File: src/rtl/rx_link_pkg.sv
// Widths are fixed by the TLK2711 16-bit word and the 64-bit DMA port and are not parameters
package rx_link_pkg;

    //////////////////////////////
    // Widths with a meaning
    //////////////////////////////

    // One SerDes word, one DMA beat
    typedef logic [15:0] rx_word_t;
    typedef logic [63:0] beat_t;

    // Frame length in bytes and line number from the header
    typedef logic [15:0] byte_len_t;
    typedef logic [23:0] line_num_t;

    // DDR byte address
    typedef logic [31:0] addr_t;

    //////////////////////////////
    // Code words
    //////////////////////////////

    localparam logic [7:0] K28_5 = 8'hBC;
    localparam logic [7:0] D5_6  = 8'hC5;
    localparam logic [7:0] K28_2 = 8'h5C;
    localparam logic [7:0] K27_7 = 8'hFB;

    // Idle sync carries a K only in the lower byte
    localparam rx_word_t SYNC_WORD = {D5_6, K28_5};
    // Start of frame has both bytes as K
    localparam rx_word_t SOF_WORD  = {K28_2, K27_7};
    // Sent by the TLK2711 with both K flags when the link drops
    localparam rx_word_t LINK_LOSS_WORD = 16'hFFFF;

    // Upper half arrives first
    localparam logic [31:0] FRAME_HEAD_FLAG = 32'hEB90_E116;

    //////////////////////////////
    // Parser states and stage data
    //////////////////////////////

    typedef enum logic [3:0] {
        IDLE,
        SYNC,
        HEAD,
        TYPE,
        LINE,
        LENGTH,
        DATA,
        CHECK,
        END1,
        END2
    } rx_state_e;

    typedef struct packed {
        logic     kmsb;
        logic     klsb;
        rx_word_t data;
    } serdes_in_t;

    // last marks the final payload word of a frame
    typedef struct packed {
        logic     valid;
        logic     last;
        rx_word_t data;
    } payload_t;

    typedef struct packed {
        logic      file_end;
        logic [1:0] channel_id;
        logic [3:0] data_type;
        line_num_t line_number;
        byte_len_t length;
        logic      checksum_error;
    } frame_info_t;

endpackage

File: src/rtl/dma_cmd_gen.sv
// One command is outstanding at a time, so the acknowledge must come before the next LENGTH word
`timescale 1ns/1ps

module dma_cmd_gen (
    input  logic                   clk,
    input  logic                   i_reset,
    input  logic                   i_length_strobe,
    input  rx_link_pkg::byte_len_t i_length,
    input  logic                   i_frame_end,
    input  logic                   i_rx_start,
    input  rx_link_pkg::addr_t     i_rx_base_addr,
    input  logic                   i_wr_cmd_ack,
    output logic                   o_wr_cmd_req,
    output rx_link_pkg::addr_t     o_wr_cmd_addr,
    output rx_link_pkg::byte_len_t o_wr_cmd_bytes
);
    import rx_link_pkg::*;

    addr_t     next_addr;
    addr_t     cmd_addr_q;
    logic      req_q;
    byte_len_t bytes_rounded;

    // DDR writes go in 8-byte beats
    assign bytes_rounded = {i_length[15:3] + 13'(|i_length[2:0]), 3'b000};

    //////////////////////////////
    // Request and running address
    //////////////////////////////

    always_ff @(posedge clk) begin
        if (i_reset) begin
            req_q     <= 1'b0;
            next_addr <= '0;
        end else begin
            req_q <= (i_length_strobe || req_q) && !i_wr_cmd_ack;
            if (i_rx_start) begin
                next_addr <= i_rx_base_addr;
            end else if (i_frame_end) begin
                next_addr <= next_addr + addr_t'(bytes_rounded);
            end
        end
    end

    // Frame end can move the running address before the acknowledge
    always_ff @(posedge clk) begin
        if (i_length_strobe) begin
            cmd_addr_q <= next_addr;
        end
    end

    assign o_wr_cmd_req   = i_length_strobe || req_q;
    assign o_wr_cmd_addr  = i_length_strobe ? next_addr : cmd_addr_q;
    assign o_wr_cmd_bytes = bytes_rounded;

    a_ack_has_req: assert property (@(posedge clk) disable iff (i_reset)
        i_wr_cmd_ack |-> o_wr_cmd_req)
        else $error("write command acknowledge without a request");

endmodule

File: config.mk
export PLATFORM = sky130hd
export DESIGN_NAME = dma_cmd_gen
export DESIGN_NICKNAME = d
export VERILOG_FILES = /design/src/rtl/rx_link_pkg.sv /design/src/rtl/dma_cmd_gen.sv
export SDC_FILE = /design/constraint.sdc
export NUM_CORES = 1
export LEC_CHECK = 0
export ABC_AREA = 1
export ABC_CLOCK_PERIOD_IN_PS = 2750
export BUFFER_PORTS_ARGS = -buffer_cell sky130_fd_sc_hd__buf_2
export CAP_MARGIN = 0
export CORE_MARGIN = 10
export CORE_UTILIZATION = 48
export CTS_CLUSTER_SIZE = 10
export DETAILED_ROUTE_END_ITERATION = 16
export GPL_ROUTABILITY_DRIVEN = 0
export PLACE_DENSITY = 0.77
export SYNTH_ARGS = -nofsm -noshare
export SYNTH_HDL_FRONTEND = slang
export SYNTH_SLANG_ARGS = --single-unit
export TNS_END_PERCENT = 100
File: constraint.sdc
create_clock -name clk -period 2.75 [get_ports clk]
set_clock_uncertainty 0.2 [all_clocks]
set_input_delay 0.1375 -clock clk [delete_from_list [all_inputs] [get_ports clk]]
set_output_delay 0.1375 -clock clk [all_outputs]
set_load 0.05 [all_outputs]
==> run summary <==
status: completed
Slowest Stage Delay on Critical Path: 380 ps
MaxCap Viol Count: 0
Yosys top cell by area: dfxtp_1
Root Buffer Master: clkbuf_8
input/output buffers: 99
clock slew seen by the registers of the worst setup and hold paths: 80 ps
LEAKAGE: 2.89 nW
Initial Utilization: 0.500
first-pass GRT wire length: 20300 um
I/O pin cnt: 103
Final setup viols: 0
H-tree depth: 3
worst setup margin: 51.3 ps
drt drc: 0
Yosys cell types: 32
Slew Viols, Final: 0
Vias/cell: 5.24
hpwl dp: 9090 um
P&R area growth vs syn: 49.7%
minimum clock period: 2700 ps
utilization after layout: 0.748
worst skew pair latency: 360 ps
NumNets Final: 846
RSZ-0062 raised after global routing: true
final hold violation count: 0
Antenna Nets Post-Route: 0
Finished Layout Cells: 883
synthesis-stage register bit count: 65
antenna violations before repair: 0
DIE AREA: 12100 sq um
HP Class: in2reg
CTS tree: done
TritonRoute pass-1 iters: 5
Clock Path Buffers: 2
most frequent cells in the layout: nand2_1, buf_2, inv_1, dfxtp_1, buf_4
Yosys warnings: 0
Clock Sink Count: 65
worst slack at placement: -449 ps
P per Cell Area: 499 nW/um^2
routed len/inst: 14.8 um
commonest non-fill, non-tap cell in the layout: nand2_1
number of diodes: 0
Worst-Margin Slew: 703 ps
Die Ht: 110 um
kind of end point of the critical path: flip-flop
Cell Chain, Critical Path: buf_6, or3_4, ha_4, ha_4, nand3_4, nor2_4, nand3_4, nor2_4, xor2_4, ha_4, nand2_4, inv_2, nand2_1, nor2_1, nand2_1, nand3_2, nand2_1, nand3_1, nand3_1, a21oi_2
Critical-path top delay cell: or3_4
remaining global-route overflow: 0
layout cells sized above 1: 0.307
Max FO, Critical Path: 4
vias: 4627
Synth top area share: 0.334
Site Rows: 32
Area after DPL: 4950 sq um
R2R Setup Slk: 430 ps
Synth Instances: 610
top cells by area, synth: dfxtp_1, nand2_1, inv_1
Max-slew headroom: 0.531
Mean Syn Cell Area: 6.40 sq um
placed insts: 830
Core ar.: 7810 sq um
Max Fclk: 371 MHz
Die W: 110 um
number of DRC markers in iteration 0: 355
Arr. time, crit path: 2780 ps
CTS Buf Count: 9
WP data required: 2830 ps
fillers: 592
vias in the first global route: 4460
GRT Util Overall: 0.205
Worst VDD drop: 0.364 mV
crit start category: input port
CP Class: in2reg
sequential-to-total area share from yosys stat: 0.334
largest net degree at the start of global routing: 38
Synth Cell Area: 3900 sq um
Final Cell Area: 5840 sq um
period utilization: 0.981
WL final: 13100 um
[where the power goes]
part	switching [W]	internal, W
clock	0.000403	0.000513
combinational	0.000595	0.000337
sequential	0.0000500	0.00102
[metrics by stage]
stage | hold WS, ps | TNS (ps) | power, W
after floorplan | 16.8 | -4160 | 0.00164
after global placement | 101 | -5140 | 0.00187
after detailed placement | 107 | -7100 | 0.00189
after CTS | 8.77 | 0 | 0.00285
after global routing | 42.7 | -612 | 0.00305
final | 15.3 | 0 | 0.00292
[cell type report]
type                       instances  area [sq um]  share of cell area
clock buffer                      10           128              0.0219
clock inverter                     6          91.3              0.0156
inverter                          78           293              0.0501
multi-input combinational        448          2710               0.464
sequential                        65          1300               0.223
tap                              102           128              0.0219
timing repair buffer             174          1190               0.203
[kinds of logic (layout without fill, tap and decap cells)]
kind of cell,count (synthesis),in the layout,share of synthesized area
DFF,65,65,0.334
adders and majority gates,16,16,0.0532
xor gates and xnor gates,17,17,0.0382
buffers and inverters,99,268,0.103
AOI/OAI and AO/OA,81,81,0.120
and+or+nand+nor,331,331,0.351
other,1,3,0.000961
[synth_stat cells (all sizes together)]
cell / count
o21ai: 25
and2: 1
dfxtp: 65
nand3b: 1
or2: 1
nand3: 52
inv: 78
a31oi: 7
or3: 1
nand2: 216
a21boi: 1
nand4: 6
buf: 10
a21oi: 28
a22oi: 20
xnor2: 3
clkbuf: 11
nor2: 43
xor2: 14
nor4: 1
fa: 1
conb: 1
nor3: 9
ha: 15
[state kept, by name, indices dropped and copies added, names as in the netlist]
signal	flops
next_addr	32
req_q	1
cmd_addr_q	32
[metal layers]
layer,share of wire,vias to the layer above,global-route usage,wire length [um]
met4,0.023,0,0.0697,299
met5,0,-,0,0
met3,0.089,34,0.0522,1170
li1,-,2280,-,-
met2,0.49,197,0.354,6430
met1,0.40,2116,0.243,5170
[worst max-delay path, delay by kind of cell]
| kind | cells | cell delay [ps] |
|---|---|---|
| AND/OR/NAND/NOR | 13 | 1460 |
| adder cells (fa/ha/maj) | 3 | 700 |
| XOR/XNOR | 1 | 160 |
| AO/OA/AOI/OAI | 1 | 160 |
| buffers and inverters | 2 | 140 |
[final timing paths]
path	start	to	depth (start not counted)
setup / recovery	i_length[2]	next_addr[23]$_SDFFE_PP0N_	20
hold reg to reg	cmd_addr_q[0]$_DFF_P_	cmd_addr_q[0]$_DFF_P_	2
hold / removal	i_length_strobe	cmd_addr_q[1]$_DFF_P_	3
setup reg to reg	next_addr[3]$_SDFFE_PP0N_	next_addr[27]$_SDFFE_PP0N_	14
[repair_timing]
action | CTS | global route
pin swaps | 2 | 32
setup buffers | 0 | 3
setup endpoints to repair | 8 | 20
hold endpoints to repair | 33 | 0
hold buffers | 34 | 0
gates resized for setup | 6 | 63
No activity file was read; power rests on OpenSTA's default activity.
