## config.mk

```make
export PLATFORM = sky130hd
export DESIGN_NAME = link_loss_monitor
export DESIGN_NICKNAME = d
export VERILOG_FILES = /design/src/rtl/rx_link_pkg.sv /design/src/rtl/link_loss_monitor.sv
export SDC_FILE = /design/constraint.sdc
export NUM_CORES = 1
export LEC_CHECK = 0
export ABC_AREA = 1
export BUFFER_PORTS_ARGS = -buffer_cell sky130_fd_sc_hd__clkbuf_2
export CORE_UTILIZATION = 51
export DETAILED_ROUTE_END_ITERATION = 10
export GPL_TIMING_DRIVEN = 0
export HOLD_SLACK_MARGIN = 0.12
export PLACE_DENSITY = 0.78
export RECOVER_POWER = 100
export SLEW_MARGIN = 40
export SYNTH_ARGS = -nofsm -noshare
export SYNTH_HDL_FRONTEND = slang
export SYNTH_SLANG_ARGS = --single-unit
export TNS_END_PERCENT = 30
```

## constraint.sdc

```tcl
create_clock -name clk -period 1.3 [get_ports clk]
set_input_delay 0.13 -clock clk [delete_from_list [all_inputs] [get_ports clk]]
set_output_delay 0.13 -clock clk [all_outputs]
set_load 0.005 [all_outputs]
```

## src/rtl/rx_link_pkg.sv

```systemverilog
// Widths are fixed by the TLK2711 16-bit word and the 64-bit DMA port and are not parameters
package rx_link_pkg;

    //////////////////////////////
    // Widths with a meaning
    //////////////////////////////

    // One SerDes word, one DMA beat
    typedef logic [15:0] rx_word_t;
    typedef logic [63:0] beat_t;

    // Frame length in bytes and line number from the header
    typedef logic [15:0] byte_len_t;
    typedef logic [23:0] line_num_t;

    // DDR byte address
    typedef logic [31:0] addr_t;

    //////////////////////////////
    // Code words
    //////////////////////////////

    localparam logic [7:0] K28_5 = 8'hBC;
    localparam logic [7:0] D5_6  = 8'hC5;
    localparam logic [7:0] K28_2 = 8'h5C;
    localparam logic [7:0] K27_7 = 8'hFB;

    // Idle sync carries a K only in the lower byte
    localparam rx_word_t SYNC_WORD = {D5_6, K28_5};
    // Start of frame has both bytes as K
    localparam rx_word_t SOF_WORD  = {K28_2, K27_7};
    // Sent by the TLK2711 with both K flags when the link drops
    localparam rx_word_t LINK_LOSS_WORD = 16'hFFFF;

    // Upper half arrives first
    localparam logic [31:0] FRAME_HEAD_FLAG = 32'hEB90_E116;

    //////////////////////////////
    // Parser states and stage data
    //////////////////////////////

    typedef enum logic [3:0] {
        IDLE,
        SYNC,
        HEAD,
        TYPE,
        LINE,
        LENGTH,
        DATA,
        CHECK,
        END1,
        END2
    } rx_state_e;

    typedef struct packed {
        logic     kmsb;
        logic     klsb;
        rx_word_t data;
    } serdes_in_t;

    // last marks the final payload word of a frame
    typedef struct packed {
        logic     valid;
        logic     last;
        rx_word_t data;
    } payload_t;

    typedef struct packed {
        logic      file_end;
        logic [1:0] channel_id;
        logic [3:0] data_type;
        line_num_t line_number;
        byte_len_t length;
        logic      checksum_error;
    } frame_info_t;

endpackage

```

## src/rtl/link_loss_monitor.sv

```systemverilog
// HOLDOFF_CYCLES must be at least 1, and loss words are ignored while i_ena is low
`timescale 1ns/1ps

module link_loss_monitor #(
    parameter int HOLDOFF_CYCLES = 10_000_000
) (
    input  logic                    clk,
    input  logic                    i_reset,
    input  rx_link_pkg::serdes_in_t i_in,
    input  logic                    i_ena,
    output logic                    o_link_loss
);
    import rx_link_pkg::*;

    localparam int CW = $clog2(HOLDOFF_CYCLES + 1);
    localparam logic [CW-1:0] LAST_CNT = CW'(HOLDOFF_CYCLES - 1);

    logic          loss_word;
    logic          detect;
    logic          loss_q;
    logic          holdoff_q;
    logic [CW-1:0] holdoff_cnt;

    assign loss_word = i_in.kmsb && i_in.klsb && (i_in.data == LINK_LOSS_WORD);
    assign detect    = loss_word && !holdoff_q;

    always_ff @(posedge clk) begin
        if (i_reset || !i_ena) begin
            loss_q      <= 1'b0;
            holdoff_q   <= 1'b0;
            holdoff_cnt <= '0;
        end else begin
            loss_q <= detect;
            if (detect) begin
                holdoff_q   <= 1'b1;
                holdoff_cnt <= '0;
            end else if (holdoff_q) begin
                // Hold-off covers HOLDOFF_CYCLES cycles after the pulse starts
                if (holdoff_cnt == LAST_CNT) begin
                    holdoff_q <= 1'b0;
                end
                holdoff_cnt <= holdoff_cnt + 1'b1;
            end
        end
    end

    assign o_link_loss = loss_q;

endmodule

```

==> summary.txt <==
Timing
  • Worst hold slack: roughly 0.17 ns
  • Final Critical Period: 1.31 ns
  • Post-route clock period utilization: 101%
  • Clock skew: around 0.0067 ns
  • Setup TNS: -0.0143 ns
  • Final setup vio count: 1
  • Setup WS post-layout: -0.0143 ns
  • Slew Viols, Final: 0
  • Setup repair after global routing missed its margin: true
  • Slew margin rel.: slightly below 90%
  • Final Hold Fails: 0
  • Worst Tran Pin Value: between 0.15 and 0.2 ns
  • Max Clk Rate: between 700 and 800 MHz

Detailed routing
  • Initial DRC Count: 53
  • Detailed Route WL: about 3.2 mm
  • Vias: roughly 1500
  • ANT nets after route: 0
  • Pre-antenna DRT Iters: 4
  • Drt drc: 0
  • Vias per std cell: 4.96
  • DR WL/cell: between 10 and 15 um

Yosys
  • Cells after synthesis: between 200 and 250
  • Ys Warns: 0
  • Top cells by area, synth: dfxtp_1 34%, nand2_1 18%, nor2_1 13%
  • Sequential area share after synthesis: around 34%
  • Synth unique cells: 18
  • Netlist Area Pre-Place: 1520 um2
  • Post-Syn Area per Cell: 6.24 um2
  • Yosys top cell by area: dfxtp_1
  • Post-synth top area share: between 30% and 40%
  • Yosys reg bits: 26
  • Syn_nets: between 200 and 300

Clock network
  • Quantity of hold-fixing buffers added after cts: 0
  • TritonCTS clock tree: built
  • Clk root buf: clkbuf_4
  • Inserted Clock Buffers: 3
  • Worst skew pair latency: 0.34 ns
  • H-tree levels: 1
  • Sink Count: 26
  • Clock Path Buffers: 2
  • Clock-pin slew on the worst setup and hold paths: approximately 0.15 ns

Run status
  • Run status: complete, but fails checks
  • Violated checks: setup timing

Pwr
  • Clock power frac: 40.1%
  • Sw frac: 21.0%
  • Combinational share of power: 5.0%
  • P per Cell Area: 774 nW/um2
  • Total Power: 1.45 mW
  • Share of total power in sequential cells: between 50% and 60%
  • Int Pwr: roughly 1.1 mW
  • Peak VDD IR: around 1.0 mV
  • Pleak: around 0.7 nW
  • Net switching power: 0.304 mW

Setup path
  • CP peak stage delay: around 0.40 ns
  • Worst Path Arrival: 1.57 ns
  • Crit path kind: reg -> reg
  • Startpoint types: flip-flop
  • Critical Path Slowest Stage Cell: dfxtp_4
  • Crit. End Element: flip-flop
  • Top cell by count, worst path: nor2_1
  • Critical-path cell list: ha_4 > nand2_2 > nor2_4 > nand2_1 > nor2_1 > xnor2_1 > nor2_1
  • Crit-path max FO: 3
  • Critical Path RT: around 1.6 ns

Floorplanning
  • Num rows: 19
  • Die width: about 57 um
  • Starting Density: 54.7%
  • Core ar.: between 2000 and 3000 um2
  • Die Span Y: approximately 57 um
  • Total Die Area: roughly 3200 um2
  • I/O pins: 22

Finish
  • Fillcell total: 246
  • Area of the multi-input gates: just under 1000 um2
  • Most common cell after layout, fill and taps aside: nand2_1
  • Antenna Cells: 0
  • Commonest non-fill, non-tap cells in the layout: 69 x nand2_1, 44 x nor2_1, 26 x inv_1, 21 x clkbuf_2, 17 x nor2_2
  • Final core utilization: 67.2%
  • Net count reported at finish: ~300
  • Layout cell share with drive strength beyond 1: 31.6%
  • Area Overhead vs Synth: 22.9%
  • Register Area: roughly 540 um2

Run
  • Max Cap Viol: 0

Placed design
  • DP HPWL: 2.38 mm
  • Pre-CTS setup slack: -0.132 ns
  • Routability Congestion: between 0.8 and 0.9
  • IO buf count: 21

Global routing
  • Met1 Use GR: around 27%
  • Grt total ovfl: 0
  • GRT Max-Usage Layer: met2
  • Global-route wire length before repair: ~5.3 mm
  • Number of antenna violations at the first check in global routing: 0
  • Total GRT Usage: approximately a fifth
  • Grt met3 use: about 2.8%
  • Global Route met2 Usage: between 30% and 40%
  • Vias in the first global route: roughly 1300
  • Largest net degree at the start of global routing: 16

Worst hold path
  • Hold Crit Class: in -> reg
==> metal layers <==
layer / vias up / wire (um) / share of wire (%)
met1: 665 / 1520 / 47
met3: 3 / 166 / 5.2
met2: 36 / 1510 / 47
met4: 0 / 29 / 0.90
li1: 799 / - / -
met5: - / 0 / 0
==> synthesized netlist by cell type <==
cell / count
nor2_2: 15
clkinv_4: 1
o21ai_0: 3
xor2_1: 6
a21oi_1: 5
nand2_1: 72
nand2_2: 5
buf_6: 2
nor3_1: 3
o21ai_4: 1
nand3_1: 15
dfxtp_1: 26
o21ai_1: 1
nor2_1: 53
xnor2_1: 4
ha_1: 1
nand4_1: 3
inv_1: 28
==> metrics by stage <==
stage	instances	cell area, um2
after floorplan	244	1520
after global placement	296	1670
after detailed placement	296	1670
after CTS	301	1760
after global routing	303	1870
final	303	1870
==> power groups by stage <==
stage | clock, mW | combinational [mW] | sequential [mW]
CTS | 0.588 | 0.0722 | 0.797
global route | 0.613 | 0.0830 | 0.795
finish | 0.580 | 0.0725 | 0.794
floorplan | 0 | 0.0341 | 0.814
global placement | 0 | 0.0681 | 0.814
detailed placement | 0 | 0.0693 | 0.814
==> worst max-delay path: cells and delay by family, from the launching register on <==
kind | cells | cell delay [ns]
flops | 1 | 0.40
fa+ha+maj | 1 | 0.14
simple gates | 5 | 0.54
xor+xnor | 1 | 0.14
==> final timing paths <==
| check | start | end | slack [ns] | cells after the start |
|---|---|---|---|---|
| max | holdoff_cnt[0] | holdoff_cnt[12] | -0.01 | 7 |
| min | i_ena | holdoff_q | 0.17 | 5 |
| max reg2reg | holdoff_cnt[0] | holdoff_cnt[12] | -0.01 | 7 |
| min reg2reg | holdoff_cnt[1] | holdoff_cnt[1] | 0.51 | 2 |
==> cell families (layout without fill, tap and decap cells) <==
family          after synthesis  in the layout  share of synthesized area, %
buf+inv                      31             59                          8.96
flops                        26             26                          34.2
xor+xnor                     10             10                          5.76
simple gates                166            166                          46.2
fa+ha+maj                     1              1                         0.822
compound gates               10             10                          4.03
==> registers in the layout (all words and copies together) (netlist names) <==
signal       flops
holdoff_cnt     24
holdoff_q        1
o_link_loss      1
==> what timing repair did <==
action,4_1_cts,5_1_grt
setup endpoints to repair,17,22
setup buffers,1,2
gates cloned,0,0
pin swaps,2,10
hold endpoints to repair,0,0
gates resized for setup,12,35
==> final cells by class <==
type	instances	share of cell area [%]
multi-input cells	187	51.9
flip-flops and latches	26	29.0
repair buffers	24	6.83
inverters	29	6.22
well taps	31	2.07
clock inverters	1	1.61
clock buffers	3	1.20
plain buffers	2	1.20
Note: power is estimated with default switching activity, not from simulation.
