<file path="config.mk">
export PLATFORM = sky130hd
export DESIGN_NAME = word_packer
export DESIGN_NICKNAME = d
export VERILOG_FILES = /design/src/rtl/rx_link_pkg.sv /design/src/rtl/word_packer.sv
export SDC_FILE = /design/constraint.sdc
export NUM_CORES = 1
export LEC_CHECK = 0
export BUFFER_PORTS_ARGS = -buffer_cell sky130_fd_sc_hd__clkbuf_2
export CAP_MARGIN = 10
export CORE_MARGIN = 2
export CORE_UTILIZATION = 48
export CTS_CLUSTER_SIZE = 28
export DETAILED_ROUTE_END_ITERATION = 12
export PLACE_DENSITY = 0.76
export SKIP_CTS_REPAIR_TIMING = 1
export SLEW_MARGIN = 10
export SYNTH_ARGS = -nofsm -noshare
export SYNTH_HDL_FRONTEND = slang
export SYNTH_SLANG_ARGS = --single-unit
</file>
<file path="constraint.sdc">
create_clock -name clk -period 2 [get_ports clk]
set_clock_uncertainty 0.1 [all_clocks]
set_input_delay 0.1 -clock clk [delete_from_list [all_inputs] [get_ports clk]]
set_output_delay 0.1 -clock clk [all_outputs]
set_load 0.1 [all_outputs]
</file>
<file path="src/rtl/rx_link_pkg.sv">
// Widths are fixed by the TLK2711 16-bit word and the 64-bit DMA port and are not parameters
package rx_link_pkg;

    //////////////////////////////
    // Widths with a meaning
    //////////////////////////////

    // One SerDes word, one DMA beat
    typedef logic [15:0] rx_word_t;
    typedef logic [63:0] beat_t;

    // Frame length in bytes and line number from the header
    typedef logic [15:0] byte_len_t;
    typedef logic [23:0] line_num_t;

    // DDR byte address
    typedef logic [31:0] addr_t;

    //////////////////////////////
    // Code words
    //////////////////////////////

    localparam logic [7:0] K28_5 = 8'hBC;
    localparam logic [7:0] D5_6  = 8'hC5;
    localparam logic [7:0] K28_2 = 8'h5C;
    localparam logic [7:0] K27_7 = 8'hFB;

    // Idle sync carries a K only in the lower byte
    localparam rx_word_t SYNC_WORD = {D5_6, K28_5};
    // Start of frame has both bytes as K
    localparam rx_word_t SOF_WORD  = {K28_2, K27_7};
    // Sent by the TLK2711 with both K flags when the link drops
    localparam rx_word_t LINK_LOSS_WORD = 16'hFFFF;

    // Upper half arrives first
    localparam logic [31:0] FRAME_HEAD_FLAG = 32'hEB90_E116;

    //////////////////////////////
    // Parser states and stage data
    //////////////////////////////

    typedef enum logic [3:0] {
        IDLE,
        SYNC,
        HEAD,
        TYPE,
        LINE,
        LENGTH,
        DATA,
        CHECK,
        END1,
        END2
    } rx_state_e;

    typedef struct packed {
        logic     kmsb;
        logic     klsb;
        rx_word_t data;
    } serdes_in_t;

    // last marks the final payload word of a frame
    typedef struct packed {
        logic     valid;
        logic     last;
        rx_word_t data;
    } payload_t;

    typedef struct packed {
        logic      file_end;
        logic [1:0] channel_id;
        logic [3:0] data_type;
        line_num_t line_number;
        byte_len_t length;
        logic      checksum_error;
    } frame_info_t;

endpackage

</file>
<file path="src/rtl/word_packer.sv">
// Relies on the last flag to close every frame, so a frame cut short leaves a partial beat
`timescale 1ns/1ps

module word_packer (
    input  logic                  clk,
    input  logic                  i_reset,
    input  rx_link_pkg::payload_t i_payload,
    output logic                  o_beat_wr,
    output rx_link_pkg::beat_t    o_beat
);
    import rx_link_pkg::*;

    logic [1:0] lane;
    logic [5:0] lane_lsb;
    beat_t      beat_q;
    logic       beat_wr_q;
    logic       beat_full;

    // Lane n sits at bits 16n+15..16n
    assign lane_lsb  = {lane, 4'b0000};
    assign beat_full = (lane == 2'd3);

    //////////////////////////////
    // Lane control
    //////////////////////////////

    always_ff @(posedge clk) begin
        if (i_reset) begin
            lane      <= 2'd0;
            beat_wr_q <= 1'b0;
        end else begin
            beat_wr_q <= i_payload.valid && (beat_full || i_payload.last);
            if (i_payload.valid) begin
                // Next frame starts in lane 0
                if (i_payload.last) begin
                    lane <= 2'd0;
                end else begin
                    lane <= lane + 2'd1;
                end
            end
        end
    end

    //////////////////////////////
    // Beat assembly
    //////////////////////////////

    always_ff @(posedge clk) begin
        if (i_payload.valid) begin
            if (lane == 2'd0) begin
                // Clearing the upper lanes gives the zero fill on a short last beat
                beat_q <= beat_t'(i_payload.data);
            end else begin
                beat_q[lane_lsb +: 16] <= i_payload.data;
            end
        end
    end

    assign o_beat_wr = beat_wr_q;
    assign o_beat    = beat_q;

endmodule

</file>
==> flow_summary.yaml, run 1 <==
place:
  gp_congestion: 0.769
  placedCellCount: 418
  io_buffers: 84
  hpwl_um: 5310
layout:
  areaGrowthSynthToFinish_pct: 20.7
  final_cells: 436
  antenna_cells: 0
  drive_above_1_share: 0.312
  fin_nets: 377
timing:
  period_share: 0.917
  hold_viol_final: 0
  tightest_slew_ns: 0.727
  final-max-slew-violation-count: 0
  slew_headroom: 0.515
  setup-violations-final: 0
  timing.setup.tns_ns: 0
  rsz0062_at_grt: "no"
  finalCriticalPeriod_ns: 1.83
  max_clock_freq_mhz: 545
worst_setup_path:
  slowest_delay_ns: 0.41
  critical_path_required_ns: 1.98
  r2r_start: "lane[0]$_SDFFE_PP0P_"
  crit_path_cell_trace: "buf_4, ha_1, buf_4, nand2b_1, a21oi_1"
  slowest_stage: "buf_4"
  cp-startpoint: "lane[0]$_SDFFE_PP0P_"
  cpMostUsedCell: "buf_4"
  path_class: "flop to flop"
  critPathCaptureType: "flop"
  arrival_ns: 1.81
  cp-start-kind: "flop"
  worstPathMaxFanout: 53
synthesis:
  seq_area_frac_synth: 0.605
  yosys.area.top_type: "edfxtp_1"
  synth_commonest_cells: "64 x edfxtp_1, 50 x a21oi_1, 50 x nand2b_1, 32 x nand4b_1, 17 x and2_1"
  synth_area_leaders: "edfxtp_1 59%, nand2b_1 9.5%, nand4b_1 8.6%"
  syn-cell-area_um2: 3280
  synthCells: 270
  synth_cell_types: 18
  ys_ff_latch: 67
  post-synth-top-count-cell: "edfxtp_1"
  ys.flop_type: "edfxtp_1"
  avgSynthCellArea_um2: 12.1
  yosys_warnings: 0
  synth_fp_nets: 296
  synthArstFlopShare: 0
  synth_edf_count: 64
  synth.top_cell.area_share: 0.587
clock_tree:
  clock_path_buffers: 2
  tritoncts: "done"
  cts-root-buf: "clkbuf_8"
  htree_levels: 3
  clkTransAtPathRegs_ns: 0.08
  clkSinkCount: 67
  clock_latency_ns: 0.34
  cts_made_buffers: 9
route:
  wl_per_cell_um: 18.5
  via_count: 2501
  avgViaCountPerCell: 5.74
  drt_iter0_drc: 224
  dr.pass1.iters: 5
  postRouteAntennaNets: 0
  drt-total-wl_um: 8050
  drcViolationCount: 0
power_and_ir_drop:
  p_leak_uw: 0.00149
  peakVddDrop_uv: 441
  total_power_uw: 3660
  power_density_nw_per_um2: 926
global_routing:
  grt_pass1_wl_um: 12300
  grt_pass1_vias: 2286
  grt_max_degree: 54
  use_met1: 0.319
  grt_overflow: 0
  met3_usage: 0.0410
  antenna_found_initial: 0
  grt_use_met2: 0.332
  grt_busiest_layer: "met2"
  grt_use_total: 0.219
floorplanning:
  fp.coreArea_um2: 6680
  dieArea_um2: 7500
  num_io_pins: 85
  start_util: 0.490
  die_x_um: 86.6
  die_h_um: 86.6
  rows: 30
hold_path:
  holdCritStartpoint: "i_payload[7]"
  hold_path_class: "input pin to flop"
run_status:
  status: "finished clean"
run:
  maxCapViolCount: 0
## cells by family (layout without fill, tap and decap cells)
kind of cell / count (synthesis) / in the layout / share of synthesized area
AO/OA/AOI/OAI: 50 / 50 / 0.0764
adder cells (fa/ha/maj): 6 / 6 / 0.0229
buffers and inverters: 28 / 114 / 0.0432
flip-flops: 67 / 67 / 0.605
AND/OR/NAND/NOR: 119 / 119 / 0.252
## layout make-up
type	instances	area, µm²
well taps	80	100
clock buffers	9	124
multi-input cells	175	1160
repair buffers	96	515
inverters	2	7.51
fillers	568	2730
flip-flops and latches	67	1980
clock inverters	7	68.8
## final timing paths
path,end,slack [ns],depth (start not counted)
min,o_beat[7]$_DFFE_PP_,0.05,2
min reg2reg,lane[1]$_SDFFE_PP0P_,0.45,2
max reg2reg,o_beat[60]$_SDFFCE_PP0P_,0.17,5
max,o_beat[60]$_SDFFCE_PP0P_,0.17,5
## power breakdown
| part | internal, µW | switching (µW) | total, µW |
|---|---|---|---|
| registers | 1630 | 39.0 | 1670 |
| logic | 136 | 744 | 880 |
| clock network | 571 | 543 | 1110 |
## critical path: cells and delay by family, from the launching register on
family	cells	cell delay, ns
buffers and inverters	2	0.67
DFF	1	0.33
adders and majority gates	1	0.22
and+or+nand+nor	1	0.16
AOI/OAI and AO/OA	1	0.07
## per-stage QoR
step                cell area (µm²)  utilization  hold slack (ns)  worst slack, ns
finish                         3960        0.592           0.0476            0.166
global route                   3960        0.592           0.0485           0.0166
CTS                            3930        0.589           -0.160            0.169
detailed placement             3740        0.560            0.207            0.179
global placement               3740        0.560            0.207            0.254
floorplan                      3280            -           0.0691            0.131
## flip-flops by register name, summed over array words and instances (netlist names)
signal     count
lane           2
o_beat        64
o_beat_wr      1
## layer usage
layer / wire length [µm] / up-vias
met3: 674 / 11
li1: - / 1165
met5: 0 / -
met4: 106 / 0
met1: 3480 / 1183
met2: 3780 / 142
## cell usage in the layout (no fill, tap or decap)
cell type	n
ha_1	4
nor3b_1	1
clkbuf_2	84
edfxtp_1	64
ha_2	2
nand3b_1	1
dlygate4sd3_1	2
clkbuf_8	9
bufinv_16	1
nand2b_1	50
clkinv_2	2
nand4b_1	32
and2_1	17
nor2_1	1
buf_4	10
clkinv_1	1
clkinvlp_4	1
nand4_1	16
clkinv_4	2
inv_1	2
a21oi_1	50
or3b_1	1
dfxtp_1	3
(Power assumes the default switching activity.)
==> run 2: changes to the inputs <==
- RECOVER_POWER: default -> 100
==> flow_summary.yaml, run 2 (synthesized netlist as in run 1, its figures left out) <==
run_status:
  status: "finished clean"
run:
  maxCapViolCount: 0
route:
  wl_per_cell_um: 18.4
  drcViolationCount: 0
  postRouteAntennaNets: 0
  dr.pass1.iters: 4
  drt_iter0_drc: 217
  avgViaCountPerCell: 5.64
  drt-total-wl_um: 8040
  via_count: 2461
layout:
  drive_above_1_share: 0.228
  final_common_cell: "edfxtp_1"
  antenna_cells: 0
  areaGrowthSynthToFinish_pct: 19.2
  utilization: 0.584
  layout_common_cells: "64 x edfxtp_1, 59 x clkbuf_2, 50 x a21oi_1, 50 x nand2b_1, 32 x nand4b_1"
  final_cells: 436
  largest_reg_flops: 64
  fin_nets: 377
timing:
  slew_headroom: 0.207
  max_clock_freq_mhz: 545
  tightest_slew_ns: 1.20
  setup-violations-final: 0
  timing.setup.tns_ns: 0
  rsz0062_at_grt: "no"
  period_share: 0.917
  hold_viol_final: 0
  final-max-slew-violation-count: 0
  finalCriticalPeriod_ns: 1.83
power_and_ir_drop:
  peakVddDrop_uv: 436
  p_leak_uw: 0.00139
  power_density_nw_per_um2: 931
  p_sw_uw: 1320
  swShare: 0.362
  p_comb_frac: 0.238
  clkPwrFrac: 0.304
  seq_power_share: 0.458
  p_int_uw: 2320
hold_path:
  hold_path_class: "input pin to flop"
clock_tree:
  tritoncts: "done"
  clock_path_buffers: 2
  clkTransAtPathRegs_ns: 0.07
  cts-root-buf: "clkbuf_8"
  cts_made_buffers: 9
  clock_latency_ns: 0.34
  htree_levels: 3
  clkSinkCount: 67
floorplanning:
  num_io_pins: 85
  die_x_um: 86.6
  fp.coreArea_um2: 6680
  start_util: 0.490
  rows: 30
  dieArea_um2: 7500
  die_h_um: 86.6
worst_setup_path:
  slowest_stage: "buf_4"
  critPathCaptureType: "flop"
  crit_path_cell_trace: "buf_4, ha_1, buf_4, nand2b_1, a21oi_1"
  critical_path_required_ns: 1.97
  arrival_ns: 1.81
  reg2reg_slack_ns: 0.17
  path_class: "flop to flop"
  cp-start-kind: "flop"
  worstPathMaxFanout: 53
  cpMostUsedCell: "buf_4"
  slowest_delay_ns: 0.41
global_routing:
  grt_max_degree: 54
  antenna_found_initial: 0
  grt_pass1_vias: 2286
  grt_use_total: 0.219
  grt_overflow: 0
  grt_pass1_wl_um: 12300
place:
  hpwl_um: 5310
  io_buffers: 84
  placedCellCount: 418
  gp_congestion: 0.769
==> run 2: changes by cell type in the layout (fill, tap and decap cells not counted) <==
cell | previous run | this run
clkbuf_1 | 0 | 26
clkbuf_2 | 84 | 59
and2_0 | 0 | 12
and2_1 | 17 | 5
buf_4 | 10 | 5
buf_1 | 0 | 4
==> run 2: critical path, delay by kind of cell, from the launching register on <==
family | cells | cell delay [ns]
flops | 1 | 0.33
simple gates | 1 | 0.16
buf+inv | 2 | 0.68
fa+ha+maj | 1 | 0.22
compound gates | 1 | 0.07
==> run 2: per-stage QoR <==
stage / total power (µW) / hold slack (ns) / setup slack (ns) / instance area (µm²)
after floorplan: 2400 / 0.0691 / 0.131 / 3280
after global placement: 2560 / 0.207 / 0.254 / 3740
after detailed placement: 2570 / 0.207 / 0.179 / 3740
after CTS: 3670 / -0.160 / 0.169 / 3930
after global routing: 3750 / 0.0568 / 0.0167 / 3910
final: 3640 / 0.0586 / 0.166 / 3910
==> run 2: power by group through the flow <==
stage | combinational, µW | sequential [µW] | clock, µW
final | 864 | 1670 | 1110
after global routing | 899 | 1670 | 1180
after CTS | 877 | 1670 | 1120
after detailed placement | 875 | 1700 | 0
after global placement | 867 | 1700 | 0
after floorplan | 155 | 2240 | 0
==> run 2: final timing paths <==
path / start / endpoint / cells after the start
setup / recovery: lane[0]$_SDFFE_PP0P_ / o_beat[60]$_SDFFCE_PP0P_ / 5
hold / removal: i_payload[7] / o_beat[7]$_DFFE_PP_ / 2
setup reg to reg: lane[0]$_SDFFE_PP0P_ / o_beat[60]$_SDFFCE_PP0P_ / 5
hold reg to reg: lane[1]$_SDFFE_PP0P_ / lane[1]$_SDFFE_PP0P_ / 2
==> run 2: metal layers <==
layer	global-route usage	up-vias	wire length (µm)
met5	0	-	0
met4	0.0724	0	117
met3	0.0410	10	665
met2	0.332	107	3820
met1	0.319	1180	3440
li1	-	1164	-
==> run 2: layout make-up <==
cell class / instances / area (µm²)
inverter: 2 / 7.51
clock buffer: 9 / 124
sequential: 67 / 1980
fill: 594 / 2780
tap: 80 / 100
timing repair buffer: 96 / 465
multi-input combinational: 175 / 1160
clock inverter: 7 / 68.8
