File: src/rtl/rx_link_pkg.sv
// Widths are fixed by the TLK2711 16-bit word and the 64-bit DMA port and are not parameters
package rx_link_pkg;

    //////////////////////////////
    // Widths with a meaning
    //////////////////////////////

    // One SerDes word, one DMA beat
    typedef logic [15:0] rx_word_t;
    typedef logic [63:0] beat_t;

    // Frame length in bytes and line number from the header
    typedef logic [15:0] byte_len_t;
    typedef logic [23:0] line_num_t;

    // DDR byte address
    typedef logic [31:0] addr_t;

    //////////////////////////////
    // Code words
    //////////////////////////////

    localparam logic [7:0] K28_5 = 8'hBC;
    localparam logic [7:0] D5_6  = 8'hC5;
    localparam logic [7:0] K28_2 = 8'h5C;
    localparam logic [7:0] K27_7 = 8'hFB;

    // Idle sync carries a K only in the lower byte
    localparam rx_word_t SYNC_WORD = {D5_6, K28_5};
    // Start of frame has both bytes as K
    localparam rx_word_t SOF_WORD  = {K28_2, K27_7};
    // Sent by the TLK2711 with both K flags when the link drops
    localparam rx_word_t LINK_LOSS_WORD = 16'hFFFF;

    // Upper half arrives first
    localparam logic [31:0] FRAME_HEAD_FLAG = 32'hEB90_E116;

    //////////////////////////////
    // Parser states and stage data
    //////////////////////////////

    typedef enum logic [3:0] {
        IDLE,
        SYNC,
        HEAD,
        TYPE,
        LINE,
        LENGTH,
        DATA,
        CHECK,
        END1,
        END2
    } rx_state_e;

    typedef struct packed {
        logic     kmsb;
        logic     klsb;
        rx_word_t data;
    } serdes_in_t;

    // last marks the final payload word of a frame
    typedef struct packed {
        logic     valid;
        logic     last;
        rx_word_t data;
    } payload_t;

    typedef struct packed {
        logic      file_end;
        logic [1:0] channel_id;
        logic [3:0] data_type;
        line_num_t line_number;
        byte_len_t length;
        logic      checksum_error;
    } frame_info_t;

endpackage

File: src/rtl/frame_parser.sv
// Expects one SerDes word per clk with no gaps inside a frame and an even, nonzero LENGTH field
`timescale 1ns/1ps

module frame_parser (
    input  logic                     clk,
    input  logic                     i_reset,
    input  rx_link_pkg::serdes_in_t  i_in,
    output rx_link_pkg::payload_t    o_payload,
    output logic                     o_length_strobe,
    output rx_link_pkg::byte_len_t   o_length,
    output logic                     o_frame_end,
    output rx_link_pkg::frame_info_t o_frame_info
);
    import rx_link_pkg::*;

    rx_state_e   state;
    rx_state_e   state_next;
    rx_word_t    prev_word;
    rx_word_t    checksum;
    logic [14:0] data_cnt;
    logic        data_done;
    logic        is_sync;
    logic        is_sof;
    frame_info_t info_q;
    payload_t    payload_q;
    logic        length_strobe_q;
    logic        frame_end_q;

    assign is_sync   = !i_in.kmsb && i_in.klsb && (i_in.data == SYNC_WORD);
    assign is_sof    = i_in.kmsb && i_in.klsb && (i_in.data == SOF_WORD);
    // Payload is length/2 words
    assign data_done = (data_cnt == info_q.length[15:1] - 15'd1);

    //////////////////////////////
    // Frame FSM
    //////////////////////////////

    always_comb begin
        state_next = state;
        case (state)
            IDLE: begin
                if (is_sync) begin
                    state_next = SYNC;
                end
            end
            SYNC: begin
                if (is_sof) begin
                    state_next = HEAD;
                end
            end
            HEAD: begin
                // Two consecutive words form the head flag
                if ({prev_word, i_in.data} == FRAME_HEAD_FLAG) begin
                    state_next = TYPE;
                end
            end
            TYPE:    state_next = LINE;
            LINE:    state_next = LENGTH;
            LENGTH:  state_next = DATA;
            DATA: begin
                if (data_done) begin
                    state_next = CHECK;
                end
            end
            CHECK:   state_next = END1;
            END1:    state_next = END2;
            default: state_next = IDLE;
        endcase
    end

    always_ff @(posedge clk) begin
        if (i_reset) begin
            state <= IDLE;
        end else begin
            state <= state_next;
        end
    end

    always_ff @(posedge clk) begin
        prev_word <= i_in.data;
    end

    //////////////////////////////
    // Header decode and checksum
    //////////////////////////////

    always_ff @(posedge clk) begin
        case (state)
            TYPE: begin
                // Bit 15 of the file end field is not reported
                info_q.file_end           <= i_in.data[14];
                info_q.channel_id         <= i_in.data[13:12];
                info_q.data_type          <= i_in.data[11:8];
                info_q.line_number[23:16] <= i_in.data[7:0];
                info_q.checksum_error     <= 1'b0;
                checksum                  <= i_in.data;
            end
            LINE: begin
                info_q.line_number[15:0] <= i_in.data;
                checksum                 <= checksum + i_in.data;
            end
            LENGTH: begin
                info_q.length <= i_in.data;
                checksum      <= checksum + i_in.data;
            end
            DATA: begin
                checksum <= checksum + i_in.data;
            end
            CHECK: begin
                info_q.checksum_error <= (checksum != i_in.data);
            end
            default: ;
        endcase
    end

    //////////////////////////////
    // Strobes to the next stages
    //////////////////////////////

    always_ff @(posedge clk) begin
        if (i_reset) begin
            payload_q       <= '0;
            length_strobe_q <= 1'b0;
            frame_end_q     <= 1'b0;
            data_cnt        <= '0;
        end else begin
            payload_q.valid <= (state == DATA);
            payload_q.last  <= (state == DATA) && data_done;
            payload_q.data  <= i_in.data;
            length_strobe_q <= (state == LENGTH);
            // Two cycles after the CHECK word
            frame_end_q     <= (state == END1);
            if (state == DATA) begin
                data_cnt <= data_cnt + 15'd1;
            end else begin
                data_cnt <= '0;
            end
        end
    end

    assign o_payload       = payload_q;
    assign o_length_strobe = length_strobe_q;
    assign o_length        = info_q.length;
    assign o_frame_end     = frame_end_q;
    assign o_frame_info    = info_q;

    a_length_even: assert property (@(posedge clk) disable iff (i_reset)
        o_length_strobe |-> (o_length[0] == 1'b0) && (o_length != '0))
        else $error("frame length %0d is odd or zero", o_length);

endmodule

File: config.mk
export PLATFORM = sky130hd
export DESIGN_NAME = frame_parser
export DESIGN_NICKNAME = d
export VERILOG_FILES = /design/src/rtl/rx_link_pkg.sv /design/src/rtl/frame_parser.sv
export SDC_FILE = /design/constraint.sdc
export NUM_CORES = 1
export LEC_CHECK = 0
export BUFFER_PORTS_ARGS = -buffer_cell sky130_fd_sc_hd__buf_2
export CORE_MARGIN = 1.5
export CORE_UTILIZATION = 59
export CTS_CLUSTER_DIAMETER = 50
export CTS_CLUSTER_SIZE = 20
export DETAILED_ROUTE_END_ITERATION = 10
export PLACE_DENSITY = 0.85
export SLEW_MARGIN = 40
export SYNTH_ARGS = -nofsm -noshare
export SYNTH_HDL_FRONTEND = slang
export SYNTH_SLANG_ARGS = --single-unit
File: constraint.sdc
create_clock -name clk -period 4.6 [get_ports clk]
set_clock_uncertainty 0.15 [all_clocks]
set_input_delay 0.46 -clock clk [delete_from_list [all_inputs] [get_ports clk]]
set_output_delay 0.46 -clock clk [all_outputs]
set_load 0.005 [all_outputs]
==> results of run 1 <==
## worst reg2reg max path, delay by kind of cell (launching register included)
kind	cells	cell delay, ps
AND/OR/NAND/NOR	4	1760
XOR/XNOR	1	190
flip-flops	1	500
AO/OA/AOI/OAI	2	370
## stage by stage
step                instances  instance area (µm²)  power [mW]  hold WS (ps)
CTS                       690                 6390        2.53          12.6
detailed placement        658                 5810        1.26           348
global route              690                 6390        2.59          5.65
finish                    690                 6390        2.53          16.6
floorplan                 472                 5290        1.21           303
global placement          658                 5800        1.26           331
## kinds of logic (layout without fill, tap and decap cells)
family / count (synthesis) / in the layout / synth area share, %
buffers and inverters: 41 / 151 / 4.12
xor gates and xnor gates: 39 / 39 / 6.46
and+or+nand+nor: 180 / 180 / 18.4
muxes: 6 / 6 / 1.18
adders and majority gates: 18 / 18 / 4.40
AOI/OAI and AO/OA: 69 / 69 / 8.28
DFF: 119 / 119 / 57.1
## sequential cells by signal, summed over array words and instances (netlist names)
signal           flops
prev_word           16
data_cnt            15
o_frame_end          1
checksum            16
o_payload           18
state                4
o_frame_info        32
o_length            16
o_length_strobe      1
## routing by layer
layer	wire [µm]	global-route usage [%]
met5	0	0
met4	312	10.0
met3	1080	7.05
met2	6130	43.9
met1	5040	33.5
## power groups by stage
| stage | clock [mW] | combinational (mW) | sequential (mW) |
|---|---|---|---|
| global route | 1.34 | 0.116 | 1.14 |
| detailed placement | 0 | 0.104 | 1.16 |
| finish | 1.28 | 0.106 | 1.14 |
| CTS | 1.29 | 0.105 | 1.14 |
| global placement | 0 | 0.0990 | 1.16 |
| floorplan | 0 | 0.0551 | 1.16 |
## worst max-delay path by stage
| stage | from | end | slack, ps | depth (start not counted) |
|---|---|---|---|---|
| after floorplan | state[0]$_SDFFE_PP0P_ | checksum[0]$_DFFE_PP_ | 1710 | 4 |
| after global placement | i_in[0] | checksum[12]$_DFFE_PP_ | 1580 | 11 |
| after detailed placement | i_in[0] | checksum[12]$_DFFE_PP_ | 1440 | 11 |
| after CTS | o_length[5]$_DFFE_PP_ | state[0]$_SDFFE_PP0P_ | 1570 | 7 |
| after global routing | o_length[1]$_DFFE_PP_ | state[0]$_SDFFE_PP0P_ | 1460 | 9 |
| final | o_length[5]$_DFFE_PP_ | state[0]$_SDFFE_PP0P_ | 1560 | 7 |
## cell usage in the layout (no fill, tap or decap), types with 17 or more instances in the layout
cell type	instances
dfxtp_1	55
nand2_1	27
o21ai_0	18
a21oi_1	19
ha_1	17
edfxtp_1	64
buf_2	103
nor2b_1	21
xnor2_1	21
nor2_1	48
xor2_1	18
## layout make-up
cell class              instances  share of cell area (%)
clock buffers                  17                    6.48
clock inverters                15                    2.64
inverters                      13                   0.763
multi-input cells             312                    32.3
flip-flops and latches        119                    47.3
well taps                     108                    2.11
repair buffers                106                    8.42
==> results.sh, run 1 <==
export IMPL_grt_overflow=0
export IMPL_cp_start_kind="flop"
export IMPL_critPathKind="reg2reg"
export IMPL_routed_wl_um=12600
export IMPL_gp_congestion=0.905
export IMPL_comb_power_share_pct=4.2
export IMPL_antenna_cells=0
export IMPL_synthCells=472
export IMPL_ys_async_sr_fraction_pct=0
export IMPL_dp_hpwl_um=8330
export IMPL_grt_pass1_vias=3855
export IMPL_crit_family="simple AND/OR/NAND/NOR gates"
export IMPL_seqPwrFrac_pct=45.0
export IMPL_period_share_pct=66.2
export IMPL_worst_path_buf_inv=0
export IMPL_final_max_slew_viol_count=0
export IMPL_cap_violations=0
export IMPL_clk_transition_reported_paths_ps=60
export IMPL_fillers=575
export IMPL_final_core_util_pct=73.3
export IMPL_max_slew_margin_pct=53.8
export IMPL_cts_buffers_inserted=17
export IMPL_drive_above_1_share_pct=26.3
export IMPL_die_area_um2=9540
export IMPL_root_buffer="clkbuf_8"
export IMPL_rr_startpoint="o_length[5]$_DFFE_PP_"
export IMPL_drc=0
export IMPL_critical_path_max_stage_delay_ps=600
export IMPL_crit_chain="or4_4 -> or4b_4 -> or3_1 -> xnor2_1 -> nor3_2 -> o2111ai_2 -> a211oi_2"
export IMPL_drtPass1Iterations=5
export IMPL_ys_seq_elements=119
export IMPL_initial_utilization_pct=60.7
export IMPL_avgViaCountPerCell=5.83
export IMPL_postCtsSetupBuffers=0
export IMPL_synth_area_leader_cell="edfxtp_1"
export IMPL_ff_latch_area_um2=3020
export IMPL_ys_warn_count=0
export IMPL_chipWidth_um=97.7
export IMPL_wire_per_inst_um=18.2
export IMPL_holdPathStages=1
export IMPL_r2r_end="state[0]$_SDFFE_PP0P_"
export IMPL_intPower_mw=1.96
export IMPL_syn_nets=510
export IMPL_syn_to_final_growth_pct=20.8
export IMPL_rows=34
export IMPL_dpl_worst_slack_ps=1440
export IMPL_worst_hold_path_type="in2reg"
export IMPL_grt_pass1_wl_um=19500
export IMPL_antenna_found_initial=0
export IMPL_worst_pin_slew_ps=693
export IMPL_rr_worst_depth=7
export IMPL_worst_r2r_setup_slack_ps=1560
export IMPL_fin_ws_ps=1560
export IMPL_io_pin_count=104
export IMPL_hp_start="i_in[14]"
export IMPL_htree_levels=4
export IMPL_max_clock_freq_mhz=328
export IMPL_die_y_um=97.7
export IMPL_ys_seq_area_share_pct=57.1
export IMPL_power_frac_clock_pct=50.8
export IMPL_cts_sinks=119
export IMPL_clk_latency_ps=510
export IMPL_hold_viol=0
export IMPL_synth_most_common_cell="edfxtp_1"
export IMPL_yosys_top_cells_count="64 x edfxtp_1, 55 x dfxtp_1, 48 x nor2_1"
export IMPL_synthTopCellsByArea="edfxtp_1 36%, dfxtp_1 21%, ha_1 4.0%"
export IMPL_postRouteAntennaNets=0
export IMPL_vias=4023
export IMPL_crit_fanout=9
export IMPL_arrival_ps=3330
export IMPL_finalSetupTns_ps=0
export IMPL_multi_input_area_um2=2060
export IMPL_status="completed"
export IMPL_cp_slowest_cell="or4_4"
export IMPL_core_area_um2=8720
export IMPL_crit_path_end_kind="flop"
export IMPL_rsz0062_at_grt="false"
export IMPL_sw_frac_of_total_pct=22.6
export IMPL_synthesis_area_um2=5290
export IMPL_p_leak_nw=2.53
export IMPL_clockBufferDepth=2
export IMPL_vdd_drop_max_v=0.000344
export IMPL_synth_edf_count=64
export IMPL_io_buffers=103
export IMPL_finalCriticalPeriod_ps=3040
export IMPL_cts_resized=0
export IMPL_nNetsFinal=607
export IMPL_worst_endpoint_required_ps=4880
export IMPL_yosys_area_top_type_share_pct=36.3
export IMPL_power_density_nw_per_um2=395
export IMPL_hold_buffers=0
export IMPL_p_switching_mw=0.571
export IMPL_synth_cell_types=60
export IMPL_grt_start_max_net_pins=27
export IMPL_cts_tree="yes"
export IMPL_setup_viol=0
export IMPL_drt_iter0_drc=345
export IMPL_syn_area_per_cell_um2=11.2
export IMPL_min_to="prev_word[14]$_DFF_P_"
export IMPL_global_route_usage_total_pct=26.5
export IMPL_synth_top_flop_cell="edfxtp_1"
No activity file was read; power rests on OpenSTA's default activity.
==> run 2, diff against run 1 <==
- CORE_UTILIZATION: 59 -> 50
- PLACE_DENSITY: 0.85 -> 0.76
- clock period: 4.6 -> 2.7 ns (I/O delays scaled with it)
==> results.sh, run 2 (synthesis gave the netlist of run 1 again) <==
export IMPL_clk_latency_ps=520
export IMPL_root_buffer="clkbuf_8"
export IMPL_cap_violations=0
export IMPL_chipWidth_um=106
export IMPL_arrival_ps=2980
export IMPL_grt_start_max_net_pins=23
export IMPL_dp_hpwl_um=8880
export IMPL_crit_fanout=4
export IMPL_final_common_cell="buf_2"
export IMPL_p_switching_mw=0.962
export IMPL_holdWs_ps=93.0
export IMPL_clockBufferDepth=2
export IMPL_status="completed"
export IMPL_power_frac_clock_pct=51.8
export IMPL_power_density_nw_per_um2=645
export IMPL_dpl_worst_slack_ps=-72.5
export IMPL_period_share_pct=99.6
export IMPL_worst_hold_path_type="in2reg"
export IMPL_hold_viol=0
export IMPL_antenna_cells=0
export IMPL_instances_no_fill=772
export IMPL_grt_pass1_vias=4141
export IMPL_dr_wl_met2_um=6840
export IMPL_cts_buffers_inserted=17
export IMPL_hp_start="i_reset"
export IMPL_die_area_um2=11200
export IMPL_finalCriticalPeriod_ps=2690
export IMPL_max_clock_freq_mhz=372
export IMPL_final_max_slew_viol_count=0
export IMPL_drtPass1Iterations=5
export IMPL_cts_tree="yes"
export IMPL_cts_sinks=119
export IMPL_routed_wl_um=12900
export IMPL_drt_iter0_drc=253
export IMPL_vias=4131
export IMPL_multi_input_area_um2=2110
export IMPL_worst_pin_slew_ps=697
export IMPL_initial_utilization_pct=51.5
export IMPL_rsz0062_at_grt="true"
export IMPL_fillers=773
export IMPL_rows=37
export IMPL_die_y_um=106
export IMPL_vdd_drop_max_v=0.000406
export IMPL_maxUsedRoutingLayer="met4"
export IMPL_grt_pass1_wl_um=20400
export IMPL_clk_transition_reported_paths_ps=60
export IMPL_worst_r2r_setup_slack_ps=10
export IMPL_max_slew_margin_pct=53.5
export IMPL_setup_viol=0
export IMPL_avgViaCountPerCell=5.35
export IMPL_io_buffers=103
export IMPL_comb_power_share_pct=5.0
export IMPL_antenna_found_initial=0
export IMPL_drc=0
export IMPL_intPower_mw=3.52
export IMPL_drive_above_1_share_pct=30.8
export IMPL_r2r_end="state[0]$_SDFFE_PP0P_"
export IMPL_rr_startpoint="o_length[5]$_DFFE_PP_"
export IMPL_p_leak_nw=2.82
export IMPL_finalSetupTns_ps=0
export IMPL_wire_per_inst_um=16.8
export IMPL_sw_frac_of_total_pct=21.4
export IMPL_htree_levels=4
export IMPL_critPathKind="reg2reg"
export IMPL_cp_start_kind="flop"
export IMPL_final_cell_mix="103 x buf_2, 64 x edfxtp_1, 55 x dfxtp_1"
export IMPL_worst_endpoint_required_ps=2990
export IMPL_nNetsFinal=661
export IMPL_ff_latch_area_um2=3020
export IMPL_global_route_usage_total_pct=24.0
export IMPL_io_pin_count=104
export IMPL_largest_reg_flops=32
export IMPL_rr_worst_depth=7
export IMPL_grt_overflow=0
export IMPL_crit_path_end_kind="flop"
export IMPL_fin_ws_ps=9.81
export IMPL_core_area_um2=10300
export IMPL_holdPathStages=3
export IMPL_min_to="state[0]$_SDFFE_PP0P_"
export IMPL_post_place_cells=722
export IMPL_postRouteAntennaNets=0
export IMPL_wl_met3_um=524
export IMPL_gp_congestion=0.944
export IMPL_totalPowerFinal_mw=4.49
export IMPL_met1_length_um=5290
export IMPL_seqPwrFrac_pct=43.2
export IMPL_syn_to_final_growth_pct=31.6
[run 2: cell types whose count changed in the layout (fill, tap and decap cells not counted), sizes merged]
| cell | delta |
|---|---|
| inv | -1 |
| buf | +38 |
| dlygate4sd3 | +16 |
| clkinvlp | -3 |
| clkbuf | +4 |
[run 2: layout make-up]
class                   count  area share, %
inverters                  13          0.701
multi-input cells         312           30.4
flip-flops and latches    119           43.4
clock buffers              21           7.08
clock inverters            11           1.85
repair buffers            160           14.1
well taps                 136           2.44
[run 2: critical path, cell delays in order (launching register included)]
cell and delay [ps]:
edfxtp_1 380, or4_4 550, or4b_4 510, or3_1 330, xnor2_1 160, nor3_2 180, o2111ai_2 160, a211oi_2 190
[run 2: power by group through the flow]
stage / Clock, mW / Combinational (mW) / Sequential (mW)
6_report: 2.33 / 0.224 / 1.94
4_1_cts: 2.35 / 0.219 / 1.94
3_3_place_gp: 0 / 0.195 / 1.97
3_5_place_dp: 0 / 0.199 / 1.97
5_1_grt: 2.43 / 0.247 / 1.94
2_1_floorplan: 0 / 0.0939 / 1.98
[run 2: worst max-delay path by stage]
stage	start	to	slack (ps)
after floorplan	o_length[8]$_DFFE_PP_	state[0]$_SDFFE_PP0P_	-80
after global placement	o_length[8]$_DFFE_PP_	state[0]$_SDFFE_PP0P_	-10
after detailed placement	o_length[8]$_DFFE_PP_	state[0]$_SDFFE_PP0P_	-70
after CTS	o_length[5]$_DFFE_PP_	state[0]$_SDFFE_PP0P_	-40
after global routing	o_length[5]$_DFFE_PP_	state[0]$_SDFFE_PP0P_	-100
final	o_length[5]$_DFFE_PP_	state[0]$_SDFFE_PP0P_	10
[run 2: repair_timing]
item / 4_1_cts / 5_1_grt
buffers inserted: 1 / 1
gates resized for setup: 2 / 11
endpoints found under the hold margin: 69 / 0
hold buffers: 16 / 0
setup endpoints to repair: 2 / 7
pin swaps: 9 / 7
[run 2: metal layers]
layer	vias to the layer above	global-route usage, %
li1	1982	-
met5	-	0
met4	0	11.1
met3	22	5.26
met1	2004	27.7
met2	123	42.5
[run 2: through the flow]
step                      util [%]  instance area, µm²
final                         67.7                6960
after global routing          67.7                6960
after CTS                     67.2                6910
after detailed placement      59.4                6110
after global placement        59.4                6110
after floorplan                  -                5300
==> run 3, diff against run 2 <==
- CTS_CLUSTER_SIZE: 20 -> 40
- GPL_TIMING_DRIVEN: default -> 0
==> results.sh, run 3 (synthesis gave the netlist of run 1 again) <==
export IMPL_status="finished, violations left"
export IMPL_failed_checks="setup timing"
export IMPL_finalSetupTns_ps=-209
export IMPL_drive_above_1_share_pct=30.2
export IMPL_largest_reg_flops=32
export IMPL_root_buffer="clkbuf_8"
export IMPL_worst_endpoint_required_ps=2990
export IMPL_nNetsFinal=668
export IMPL_clockBufferDepth=2
export IMPL_core_area_um2=10300
export IMPL_arrival_ps=3160
export IMPL_max_clock_freq_mhz=348
export IMPL_final_cell_mix="103 x buf_2, 64 x edfxtp_1, 55 x dfxtp_1"
export IMPL_grt_start_max_net_pins=17
export IMPL_clk_transition_reported_paths_ps=60
export IMPL_power_density_nw_per_um2=611
export IMPL_rsz0062_at_grt="true"
export IMPL_cts_sinks=119
export IMPL_avgViaCountPerCell=5.35
export IMPL_grt_pass1_wl_um=20400
export IMPL_gp_congestion=0.906
export IMPL_io_buffers=103
export IMPL_antenna_cells=0
export IMPL_r2r_end="state[0]$_SDFFE_PP0P_"
export IMPL_crit_path_end_kind="flop"
export IMPL_antenna_found_initial=0
export IMPL_syn_to_final_growth_pct=31.6
export IMPL_worst_hold_path_type="in2reg"
export IMPL_final_max_slew_viol_count=0
export IMPL_worst_pin_slew_ps=884
export IMPL_fin_area_um2=6960
export IMPL_vdd_drop_max_v=0.000377
export IMPL_holdPathStages=4
export IMPL_rr_startpoint="o_length[8]$_DFFE_PP_"
export IMPL_chipWidth_um=106
export IMPL_fin_ws_ps=-170
export IMPL_drt_iter0_drc=230
export IMPL_min_to="checksum[0]$_DFFE_PP_"
export IMPL_fillers=763
export IMPL_cts_tree="yes"
export IMPL_htree_levels=4
export IMPL_initial_utilization_pct=51.5
export IMPL_crit_fanout=5
export IMPL_routed_wl_um=13000
export IMPL_max_slew_margin_pct=41.0
export IMPL_cp_start_kind="flop"
export IMPL_grt_overflow=0
export IMPL_finalCriticalPeriod_ps=2870
export IMPL_drc=0
export IMPL_vias=4165
export IMPL_grt_pass1_vias=4186
export IMPL_cts_buffers_inserted=17
export IMPL_io_pin_count=104
export IMPL_hold_viol=0
export IMPL_worst_r2r_setup_slack_ps=-170
export IMPL_die_y_um=106
export IMPL_critPathKind="reg2reg"
export IMPL_wire_per_inst_um=16.7
export IMPL_post_dp_cell_area_um2=6020
export IMPL_final_core_util_pct=67.7
export IMPL_dp_hpwl_um=8600
export IMPL_final_common_cell="buf_2"
export IMPL_postRouteAntennaNets=0
export IMPL_p_leak_nw=2.77
export IMPL_period_share_pct=106
export IMPL_drtPass1Iterations=4
export IMPL_clk_latency_ps=520
export IMPL_setup_viol=2
export IMPL_rows=37
export IMPL_totalPowerFinal_mw=4.25
export IMPL_hp_start="i_in[0]"
export IMPL_global_route_usage_total_pct=24.0
export IMPL_cap_violations=0
export IMPL_die_area_um2=11200
export IMPL_rr_worst_depth=7
run 3: cell count changes in the layout (fill, tap and decap cells not counted), sizes merged, moves of 2 or more:
| cell | change |
|---|---|
| clkinv | +3 |
| clkbuf | +6 |
| inv | -2 |
| dlygate4sd3 | +6 |
| buf | -8 |
| clkinvlp | +3 |
run 3: worst max path at each step:
stage / from / to / depth (start not counted)
3_3_place_gp: state[0]$_SDFFE_PP0P_ / checksum[6]$_DFFE_PP_ / 4
4_1_cts: o_length[6]$_DFFE_PP_ / state[0]$_SDFFE_PP0P_ / 7
6_report: o_length[8]$_DFFE_PP_ / state[0]$_SDFFE_PP0P_ / 7
2_1_floorplan: o_length[8]$_DFFE_PP_ / state[0]$_SDFFE_PP0P_ / 7
5_1_grt: o_length[6]$_DFFE_PP_ / state[0]$_SDFFE_PP0P_ / 7
3_5_place_dp: i_in[0] / checksum[12]$_DFFE_PP_ / 11
run 3: report_power, final:
| part | leakage, nW | switching [mW] | internal (mW) | total (mW) |
|---|---|---|---|---|
| combinational | 1.47 | 0.120 | 0.0988 | 0.219 |
| clock | 0.270 | 0.823 | 1.27 | 2.10 |
| sequential | 1.03 | 0.00664 | 1.93 | 1.94 |
run 3: area by class of cell:
type | count | area [µm²] | share of cell area, %
multi-input combinational | 312 | 2140 | 30.7
sequential | 119 | 3020 | 43.4
clock buffer | 18 | 439 | 6.31
tap | 136 | 170 | 2.45
clock inverter | 14 | 124 | 1.78
inverter | 13 | 48.8 | 0.701
timing repair buffer | 140 | 852 | 12.2
buffer | 27 | 166 | 2.39
run 3: timing repair:
item	in CTS	in global routing
setup endpoints to repair	4	9
pin swaps	3	8
setup buffers	8	4
hold buffers	22	0
endpoints found under the hold margin	78	0
gates resized for setup	2	19
run 3: worst max-delay path, cell delays in order (launching register included):
cell	delay, ps
edfxtp_1	410
or4_4	560
or4b_4	520
or4_4	490
a21oi_2	120
a31o_1	130
o2111ai_2	180
a211oi_2	240
run 3: layer usage:
metal	vias up	wire, µm	track usage (%)
met3	23	812	6.06
met1	1986	5210	27.8
li1	2005	-	-
met4	0	265	10.9
met5	-	0	0
met2	151	6720	41.8
run 3: stage by stage:
| step | hold WS, ps | setup WS (ps) | cells |
|---|---|---|---|
| 5_1_grt | 159 | -255 | 779 |
| 3_5_place_dp | 348 | -389 | 714 |
| 3_3_place_gp | 329 | -492 | 711 |
| 2_1_floorplan | 148 | -78.7 | 472 |
| 6_report | 162 | -170 | 779 |
| 4_1_cts | 107 | -139 | 776 |
